$ cat src/hw/uart_frame_pkg.sv
// shared constants and vector types for the UART framing link
// bit time is fixed at build time, there is no runtime baud setting
// payloads are at most MAX_LEN bytes and must not contain FRAME_MARK
`default_nettype none

package uart_frame_pkg;

	// sys_clk cycles per UART bit, small to keep simulation short
	localparam int CLKS_PER_BIT = 8;

	// largest payload in bytes
	localparam int MAX_LEN = 16;

	// one character on the line
	typedef logic [7:0] uart_byte_t;

	// payload length, 0 to MAX_LEN
	typedef logic [4:0] frame_len_t;

	// payload string, byte 0 in the lowest bits and sent first
	typedef logic [MAX_LEN*8-1:0] frame_str_t;

	// bit position within a character (start, 8 data, stop)
	typedef logic [3:0] bit_cnt_t;

	// clock position within one bit
	typedef logic [3:0] baud_cnt_t;

	// frame delimiter "&", sent twice at each end
	localparam uart_byte_t FRAME_MARK = 8'h26;

endpackage

`default_nettype wire

$ cat src/hw/frame_rx.sv
// frame parser for "&&payload&&"
// rx_string and rx_length change only on a good frame
// host must take rx_done data before the next frame completes
`timescale 1ns/10ps
`default_nettype none

module frame_rx (
	input  logic                       sys_clk,
	input  logic                       sys_rst_n,
	input  uart_frame_pkg::uart_byte_t rx_byte,
	input  logic                       rx_vld,
	output uart_frame_pkg::frame_str_t rx_string,
	output uart_frame_pkg::frame_len_t rx_length,
	output logic                       rx_busy,
	output logic                       rx_done,
	output logic                       rx_error
);

	typedef enum logic [1:0] {
		FRX_HUNT,
		FRX_OPEN2,
		FRX_BODY,
		FRX_CLOSE2
	} frx_state_e;

	frx_state_e                  state;
	uart_frame_pkg::frame_str_t  work_str;
	uart_frame_pkg::frame_len_t  work_len;
	logic                        is_mark;
	logic                        store;
	logic                        publish;

	assign is_mark = (rx_byte == uart_frame_pkg::FRAME_MARK);
	assign rx_busy = (state != FRX_HUNT);

	// payload byte that still fits in the buffer
	assign store = rx_vld && (state == FRX_BODY) && !is_mark &&
		(work_len != uart_frame_pkg::frame_len_t'(uart_frame_pkg::MAX_LEN));

	// second closing mark
	assign publish = rx_vld && (state == FRX_CLOSE2) && is_mark;

	always_ff @(posedge sys_clk or negedge sys_rst_n) begin
		if (!sys_rst_n) begin
			state     <= FRX_HUNT;
			work_len  <= '0;
			rx_length <= '0;
			rx_done   <= 1'b0;
			rx_error  <= 1'b0;
		end else begin
			rx_done  <= 1'b0;
			rx_error <= 1'b0;
			if (rx_vld) begin
				case (state)
					FRX_HUNT: begin
						if (is_mark) begin
							state <= FRX_OPEN2;
						end
					end
					FRX_OPEN2: begin
						// lone mark falls back quietly
						if (is_mark) begin
							state    <= FRX_BODY;
							work_len <= '0;
						end else begin
							state <= FRX_HUNT;
						end
					end
					FRX_BODY: begin
						if (is_mark) begin
							state <= FRX_CLOSE2;
						end else if (store) begin
							work_len <= work_len + 5'd1;
						end else begin
							// 17th payload byte
							state    <= FRX_HUNT;
							rx_error <= 1'b1;
						end
					end
					FRX_CLOSE2: begin
						state <= FRX_HUNT;
						if (is_mark) begin
							rx_length <= work_len;
							rx_done   <= 1'b1;
						end else begin
							rx_error <= 1'b1;
						end
					end
					default: state <= FRX_HUNT;
				endcase
			end
		end
	end

	// working buffer and published copy
	always_ff @(posedge sys_clk) begin
		if (store) begin
			work_str[8*work_len +: 8] <= rx_byte;
		end
		if (publish) begin
			rx_string <= work_str;
		end
	end

endmodule

`default_nettype wire

$ cat src/hw/frame_tx.sv
// frame sender: "&&", tx_length payload bytes, "&&"
// tx_req is taken only while tx_busy is low
// tx_length above MAX_LEN is not supported
`timescale 1ns/10ps
`default_nettype none

module frame_tx (
	input  logic                       sys_clk,
	input  logic                       sys_rst_n,
	input  uart_frame_pkg::frame_str_t tx_string,
	input  uart_frame_pkg::frame_len_t tx_length,
	input  logic                       tx_req,
	output logic                       tx_busy,
	output logic                       tx_done,
	output uart_frame_pkg::uart_byte_t byte_data,
	output logic                       byte_req,
	input  logic                       byte_done
);

	typedef enum logic [1:0] {
		FTX_IDLE,
		FTX_OPEN,
		FTX_BODY,
		FTX_CLOSE
	} ftx_state_e;

	ftx_state_e                  state;
	logic                        mark_cnt;
	uart_frame_pkg::frame_len_t  byte_idx;
	uart_frame_pkg::frame_str_t  str_q;
	uart_frame_pkg::frame_len_t  len_q;

	assign tx_busy = (state != FTX_IDLE);

	// payload byte in body, a mark everywhere else
	assign byte_data = (state == FTX_BODY) ? str_q[8*byte_idx +: 8] : uart_frame_pkg::FRAME_MARK;

	always_ff @(posedge sys_clk or negedge sys_rst_n) begin
		if (!sys_rst_n) begin
			state    <= FTX_IDLE;
			mark_cnt <= 1'b0;
			byte_idx <= '0;
			byte_req <= 1'b0;
			tx_done  <= 1'b0;
		end else begin
			byte_req <= 1'b0;
			tx_done  <= 1'b0;
			case (state)
				FTX_IDLE: begin
					if (tx_req) begin
						state    <= FTX_OPEN;
						mark_cnt <= 1'b0;
						byte_req <= 1'b1;
					end
				end
				FTX_OPEN: begin
					if (byte_done) begin
						byte_req <= 1'b1;
						if (!mark_cnt) begin
							mark_cnt <= 1'b1;
						end else if (len_q == '0) begin
							// empty payload, straight to closing marks
							state    <= FTX_CLOSE;
							mark_cnt <= 1'b0;
						end else begin
							state    <= FTX_BODY;
							byte_idx <= '0;
						end
					end
				end
				FTX_BODY: begin
					if (byte_done) begin
						byte_req <= 1'b1;
						if (byte_idx + 5'd1 == len_q) begin
							state    <= FTX_CLOSE;
							mark_cnt <= 1'b0;
						end else begin
							byte_idx <= byte_idx + 5'd1;
						end
					end
				end
				FTX_CLOSE: begin
					if (byte_done) begin
						if (!mark_cnt) begin
							mark_cnt <= 1'b1;
							byte_req <= 1'b1;
						end else begin
							state   <= FTX_IDLE;
							tx_done <= 1'b1;
						end
					end
				end
				default: state <= FTX_IDLE;
			endcase
		end
	end

	// host data captured on an accepted request
	always_ff @(posedge sys_clk) begin
		if ((state == FTX_IDLE) && tx_req) begin
			str_q <= tx_string;
			len_q <= tx_length;
		end
	end

endmodule

`default_nettype wire

$ cat src/hw/uart_frame_top.sv
// string framing link over UART, one frame at a time per direction
// receive and transmit paths run independently
// no parity, no flow control, no escaping of "&" in payloads
`timescale 1ns/10ps
`default_nettype none

module uart_frame_top (
	input  logic                       sys_clk,
	input  logic                       sys_rst_n,
	input  uart_frame_pkg::frame_str_t tx_string,
	input  uart_frame_pkg::frame_len_t tx_length,
	input  logic                       tx_req,
	output logic                       tx_busy,
	output logic                       tx_done,
	output uart_frame_pkg::frame_str_t rx_string,
	output uart_frame_pkg::frame_len_t rx_length,
	output logic                       rx_busy,
	output logic                       rx_done,
	output logic                       rx_error,
	input  logic                       uart_rx_port,
	output logic                       uart_tx_port
);

	// frame sender to serializer
	uart_frame_pkg::uart_byte_t  byte_data;
	logic                        byte_req;
	logic                        byte_done;

	// deserializer to frame parser
	uart_frame_pkg::uart_byte_t  rx_byte;
	logic                        rx_vld;

	frame_tx u_frame_tx (
		.sys_clk   (sys_clk),
		.sys_rst_n (sys_rst_n),
		.tx_string (tx_string),
		.tx_length (tx_length),
		.tx_req    (tx_req),
		.tx_busy   (tx_busy),
		.tx_done   (tx_done),
		.byte_data (byte_data),
		.byte_req  (byte_req),
		.byte_done (byte_done)
	);

	uart_tx u_uart_tx (
		.sys_clk   (sys_clk),
		.sys_rst_n (sys_rst_n),
		.byte_data (byte_data),
		.byte_req  (byte_req),
		.tx        (uart_tx_port),
		.byte_done (byte_done)
	);

	uart_rx u_uart_rx (
		.sys_clk   (sys_clk),
		.sys_rst_n (sys_rst_n),
		.rx        (uart_rx_port),
		.rx_byte   (rx_byte),
		.rx_vld    (rx_vld)
	);

	frame_rx u_frame_rx (
		.sys_clk   (sys_clk),
		.sys_rst_n (sys_rst_n),
		.rx_byte   (rx_byte),
		.rx_vld    (rx_vld),
		.rx_string (rx_string),
		.rx_length (rx_length),
		.rx_busy   (rx_busy),
		.rx_done   (rx_done),
		.rx_error  (rx_error)
	);

endmodule

`default_nettype wire

$ cat src/hw/uart_rx.sv
// 8N1 byte deserializer with mid-bit sampling
// a character whose stop bit reads low is dropped silently
// rx_byte is only valid in the rx_vld cycle
`timescale 1ns/10ps
`default_nettype none

module uart_rx (
	input  logic                       sys_clk,
	input  logic                       sys_rst_n,
	input  logic                       rx,
	output uart_frame_pkg::uart_byte_t rx_byte,
	output logic                       rx_vld
);

	logic                        rx_meta;
	logic                        rx_sync;
	logic                        rx_prev;
	logic                        busy;
	uart_frame_pkg::baud_cnt_t   baud_cnt;
	uart_frame_pkg::bit_cnt_t    bit_cnt;
	logic                        bit_mid;
	logic                        bit_end;

	assign bit_mid = (baud_cnt == uart_frame_pkg::baud_cnt_t'(uart_frame_pkg::CLKS_PER_BIT / 2 - 1));
	assign bit_end = (baud_cnt == uart_frame_pkg::baud_cnt_t'(uart_frame_pkg::CLKS_PER_BIT - 1));

	// two-flop synchronizer plus one stage for edge detect
	// idle line is high, so these come out of reset high
	always_ff @(posedge sys_clk or negedge sys_rst_n) begin
		if (!sys_rst_n) begin
			rx_meta <= 1'b1;
			rx_sync <= 1'b1;
			rx_prev <= 1'b1;
		end else begin
			rx_meta <= rx;
			rx_sync <= rx_meta;
			rx_prev <= rx_sync;
		end
	end

	always_ff @(posedge sys_clk or negedge sys_rst_n) begin
		if (!sys_rst_n) begin
			busy     <= 1'b0;
			baud_cnt <= '0;
			bit_cnt  <= '0;
			rx_vld   <= 1'b0;
		end else begin
			rx_vld <= 1'b0;
			if (!busy) begin
				// falling edge starts a character
				if (rx_prev && !rx_sync) begin
					busy     <= 1'b1;
					baud_cnt <= '0;
					bit_cnt  <= '0;
				end
			end else begin
				if (bit_mid) begin
					if ((bit_cnt == 4'd0) && rx_sync) begin
						// start bit gone by mid-bit, treat as glitch
						busy <= 1'b0;
					end else if (bit_cnt == 4'd9) begin
						busy   <= 1'b0;
						rx_vld <= rx_sync;
					end
				end
				if (bit_end) begin
					baud_cnt <= '0;
					bit_cnt  <= bit_cnt + 4'd1;
				end else begin
					baud_cnt <= baud_cnt + 4'd1;
				end
			end
		end
	end

	// data bits 1..8 shift in from the top, LSB arrives first
	always_ff @(posedge sys_clk) begin
		if (busy && bit_mid && (bit_cnt >= 4'd1) && (bit_cnt <= 4'd8)) begin
			rx_byte <= {rx_sync, rx_byte[7:1]};
		end
	end

endmodule

`default_nettype wire

$ cat src/hw/uart_tx.sv
// 8N1 byte serializer, LSB first
// byte_req is ignored while a character is on the line
// byte_done is high in the last cycle of the stop bit
`timescale 1ns/10ps
`default_nettype none

module uart_tx (
	input  logic                       sys_clk,
	input  logic                       sys_rst_n,
	input  uart_frame_pkg::uart_byte_t byte_data,
	input  logic                       byte_req,
	output logic                       tx,
	output logic                       byte_done
);

	logic                        busy;
	uart_frame_pkg::baud_cnt_t   baud_cnt;
	uart_frame_pkg::bit_cnt_t    bit_cnt;
	uart_frame_pkg::uart_byte_t  shreg;
	logic                        bit_end;

	// last clock of the current bit
	assign bit_end = (baud_cnt == uart_frame_pkg::baud_cnt_t'(uart_frame_pkg::CLKS_PER_BIT - 1));

	// bit 9 is the stop bit
	assign byte_done = busy && bit_end && (bit_cnt == 4'd9);

	always_ff @(posedge sys_clk or negedge sys_rst_n) begin
		if (!sys_rst_n) begin
			busy     <= 1'b0;
			baud_cnt <= '0;
			bit_cnt  <= '0;
			tx       <= 1'b1;
		end else if (!busy) begin
			if (byte_req) begin
				// start bit goes out right away
				busy     <= 1'b1;
				baud_cnt <= '0;
				bit_cnt  <= '0;
				tx       <= 1'b0;
			end
		end else if (bit_end) begin
			baud_cnt <= '0;
			if (bit_cnt == 4'd9) begin
				busy <= 1'b0;
			end else begin
				bit_cnt <= bit_cnt + 4'd1;
				// after data bit 7 comes the stop bit
				if (bit_cnt == 4'd8) begin
					tx <= 1'b1;
				end else begin
					tx <= shreg[0];
				end
			end
		end else begin
			baud_cnt <= baud_cnt + 4'd1;
		end
	end

	// data shifter, loaded on an accepted request
	always_ff @(posedge sys_clk) begin
		if (!busy && byte_req) begin
			shreg <= byte_data;
		end else if (busy && bit_end && (bit_cnt < 4'd8)) begin
			shreg <= {1'b0, shreg[7:1]};
		end
	end

endmodule

`default_nettype wire

$ cat config.mk
export PLATFORM = sky130hd
export DESIGN_NAME = uart_frame_top
export DESIGN_NICKNAME = d
export VERILOG_FILES = /design/src/hw/uart_frame_pkg.sv /design/src/hw/frame_rx.sv /design/src/hw/frame_tx.sv /design/src/hw/uart_frame_top.sv /design/src/hw/uart_rx.sv /design/src/hw/uart_tx.sv
export SDC_FILE = /design/constraint.sdc
export NUM_CORES = 1
export LEC_CHECK = 0
export BUFFER_PORTS_ARGS = -buffer_cell sky130_fd_sc_hd__buf_2
export CAP_MARGIN = 40
export CORE_ASPECT_RATIO = 1.25
export CORE_MARGIN = 10
export CORE_UTILIZATION = 45
export CTS_BUF_LIST = sky130_fd_sc_hd__clkbuf_2 sky130_fd_sc_hd__clkbuf_4 sky130_fd_sc_hd__clkbuf_8
export CTS_CLUSTER_DIAMETER = 80
export CTS_CLUSTER_SIZE = 25
export DETAILED_ROUTE_END_ITERATION = 8
export HOLD_SLACK_MARGIN = 0.1
export PLACE_DENSITY = 0.72
export SLEW_MARGIN = 15
export SYNTH_ARGS = -nofsm -noshare
export SYNTH_HDL_FRONTEND = slang
export SYNTH_SLANG_ARGS = --single-unit
$ cat constraint.sdc
create_clock -name sys_clk -period 5 [get_ports sys_clk]
set_clock_uncertainty 0.2 [all_clocks]
set_input_delay 0.75 -clock sys_clk [delete_from_list [all_inputs] [get_ports sys_clk]]
set_output_delay 0.75 -clock sys_clk [all_outputs]
set_load 0.01 [all_outputs]
==> qor.yml <==
synth:
  syn-num-nets: 1154
  synth-edff-count: 405
  synth_seq_area_share_pct: 78.8
  synth_flop_cell: "edfxtp_1"
  yosys-top-cells-count: "405 x edfxtp_1, 134 x nor2_1, 69 x nand2_1"
  synth_warnings: 0
  synth_area_per_cell_sq_um: 17.0
  synthCells: 999
  synth_cell_type_count: 67
  synth_top_area_share_pct: 71.8
  yosys-top-cells-area: "edfxtp_1 72%, dfrtp_1 6.4%, mux4_2 3.3%"
  synth_most_common_cell: "edfxtp_1"
  synth_area_sq_um: 16900
  ys_seq_elements: 452
  synth_top_cell_by_area: "edfxtp_1"
  async_reset_ff_share_pct: 10.4
power_and_ir_drop:
  peakVddDrop_uv: 288
  design_power_total_mw: 6.08
  power_leakage_nw: 6.45
  power.density_cell_area_nw_per_um2: 293
timing:
  rsz0062_at_grt: "false"
  fmax_mhz: 253
  slew_violations: 0
  hold_viol_final: 0
  max_slew.worst_pin.slew_ns: 0.862
  slew_headroom_pct: 42.4
  setup_violations: 0
  layout_min_cycle_time_ns: 3.95
  tns_ns: 0
  fin_crit_sh_pct: 78.9
clock_tree:
  worstSkewPairLatency_ns: 0.60
  ctsRootBufferMaster: "clkbuf_8"
  cts_made_buffers: 22
  ctsHoldBuffers: 135
  post_cts_buffers: 0
  cts_tree: "done"
  cts.htree.levels: 1
  cts_sinks: 452
  ctsResizeCount: 0
  clk_path_buf_depth: 3
  path_clk_slew_ns: 0.15
routing:
  drc: 0
  drt_wl_total_microns: 38800
  avgRoutedWirePerCell_microns: 20.3
  dr.pass1.iters: 5
  drtIter0Drc: 657
  route.vias.total: 9853
  ant_nets: 0
  via_per_inst: 5.15
grt:
  grt_overflow_total: 0
  met2_usage_pct: 29.8
  grt_max_degree: 72
  grt_usage_pct: 16.5
  antenna_found_initial: 0
  use_met1_pct: 19.1
  use_met3_pct: 3.90
  grt_pass1_vias: 10305
  grt-busiest-layer: "met2"
  grt_pass1_wl_microns: 60600
outcome:
  status: "complete, no violations"
critical_path:
  crit_chain: "inv_2 > ha_1 > nor3b_1 > ha_1 > or2_1 > a211oi_1 > and2_1 > nand3_1 > nor2_1"
  max_stage_delay_ns: 0.65
  worstSetupPathType: "flop to flop"
  worstPathRequired_ns: 5.05
  slowest_stage: "dfrtp_1"
  critPathMaxFanout: 12
  cp_data_arrival_time_ns: 3.99
  worst_setup_path_start_kind: "flop"
  cpMostUsedCell: "ha_1"
  crit_path_end_kind: "flop"
min_path:
  hold_path.class: "flop to flop"
floorplanning:
  dieArea_sq_um: 45900
  start_util_pct: 45.5
  rows: 79
  dieWidth_microns: 194
  core_sq_um: 37300
  die_y_microns: 237
  io_pins: 276
placed_design:
  port_buffers: 275
  dp_hpwl_microns: 26900
  gp_congestion: 0.852
run:
  cap_violations: 0
layout:
  drive_above_1_share_pct: 26.8
  nNetsFinal: 1564
  area_growth_syn_to_layout_pct: 22.3
metrics by stage:
step | util [%] | cell area, sq um | worst slack, ns | std cells | hold slack (ns)
floorplan | - | 16900 | 0.401 | 999 | 0.145
global placement | 50.4 | 18800 | 1.23 | 1730 | 0.155
detailed placement | 50.6 | 18900 | 1.13 | 1734 | 0.154
CTS | 55.5 | 20700 | 1.10 | 1909 | 0.168
global route | 55.6 | 20700 | 0.881 | 1911 | 0.176
finish | 55.6 | 20700 | 1.05 | 1912 | 0.172
cells in the final DEF (no fill, tap or decap), drive strengths merged, types with 18 or more instances in the layout:
cell / instances
dlygate4sd3: 135
edfxtp: 405
dfrtp: 43
ha: 18
clkbuf: 37
nor2: 134
mux2i: 20
buf: 290
inv: 23
nand2: 71
mux4: 25
o21ai: 22
metal layers:
| metal | wire length [microns] | share of wire (%) |
|---|---|---|
| met2 | 20200 | 52 |
| met4 | 988 | 2.5 |
| met3 | 2820 | 7.3 |
| met1 | 14800 | 38 |
| met5 | 0 | 0 |
final timing paths:
check,cells after the start,end,slack [ns],start
max,9,u_frame_rx.work_str[114]$_DFFE_PP_,1.05,u_frame_rx.work_len[0]$_DFFE_PN0P_
min,0,u_uart_rx.rx_sync$_DFF_PN1_,0.17,u_uart_rx.rx_meta$_DFF_PN1_
max reg2reg,9,u_frame_rx.work_str[114]$_DFFE_PP_,1.05,u_frame_rx.work_len[0]$_DFFE_PN0P_
min reg2reg,0,u_uart_rx.rx_sync$_DFF_PN1_,0.17,u_uart_rx.rx_meta$_DFF_PN1_
max in group asynchronous,3,u_frame_tx.byte_idx[0]$_DFFE_PN0P_,3.56,sys_rst_n
min in group asynchronous,3,u_frame_rx.rx_error$_DFF_PN0_,0.58,sys_rst_n
layout make-up:
type | count | area, sq um
repair buffers | 425 | 2910
well taps | 486 | 608
inverters | 22 | 85.1
flip-flops and latches | 452 | 13300
clock buffers | 37 | 422
multi-input cells | 486 | 3320
clock inverters | 3 | 31.3
diodes | 1 | 2.50
fillers | 2832 | 16500
sequential cells by signal, summed over array words and instances, names as in the netlist, 2 cells and up:
signal                cells
u_frame_rx.rx_length      5
u_frame_rx.rx_string    128
u_frame_rx.state          2
u_frame_rx.work_len       5
u_frame_rx.work_str     128
u_frame_tx.byte_idx       5
u_frame_tx.len_q          5
u_frame_tx.state          2
u_frame_tx.str_q        128
u_uart_rx.baud_cnt        4
u_uart_rx.bit_cnt         4
u_uart_rx.rx_byte         8
u_uart_tx.baud_cnt        4
u_uart_tx.bit_cnt         4
u_uart_tx.shreg           8
report_power, final:
part | switching [mW] | total, mW | internal, mW
clock | 1.04 | 1.59 | 0.550
sequential | 0.0656 | 4.19 | 4.12
combinational | 0.117 | 0.299 | 0.182
total | 1.22 | 6.08 | 4.85
worst max-delay path: cells and delay by family, from the launching register on:
family | cells | cell delay (ns)
AOI/OAI and AO/OA | 1 | 0.45
and+or+nand+nor | 5 | 1.65
DFF | 1 | 0.65
buffers and inverters | 1 | 0.11
adders and majority gates | 2 | 0.53
kinds of logic after synthesis:
kind of cell / synth area share (%)
AO/OA/AOI/OAI: 3.89
multiplexers: 4.68
AND/OR/NAND/NOR: 8.59
buffers and inverters: 1.67
XOR/XNOR: 1.08
flip-flops: 78.8
adder cells (fa/ha/maj): 1.33
No activity file was read; power rests on OpenSTA's default activity.
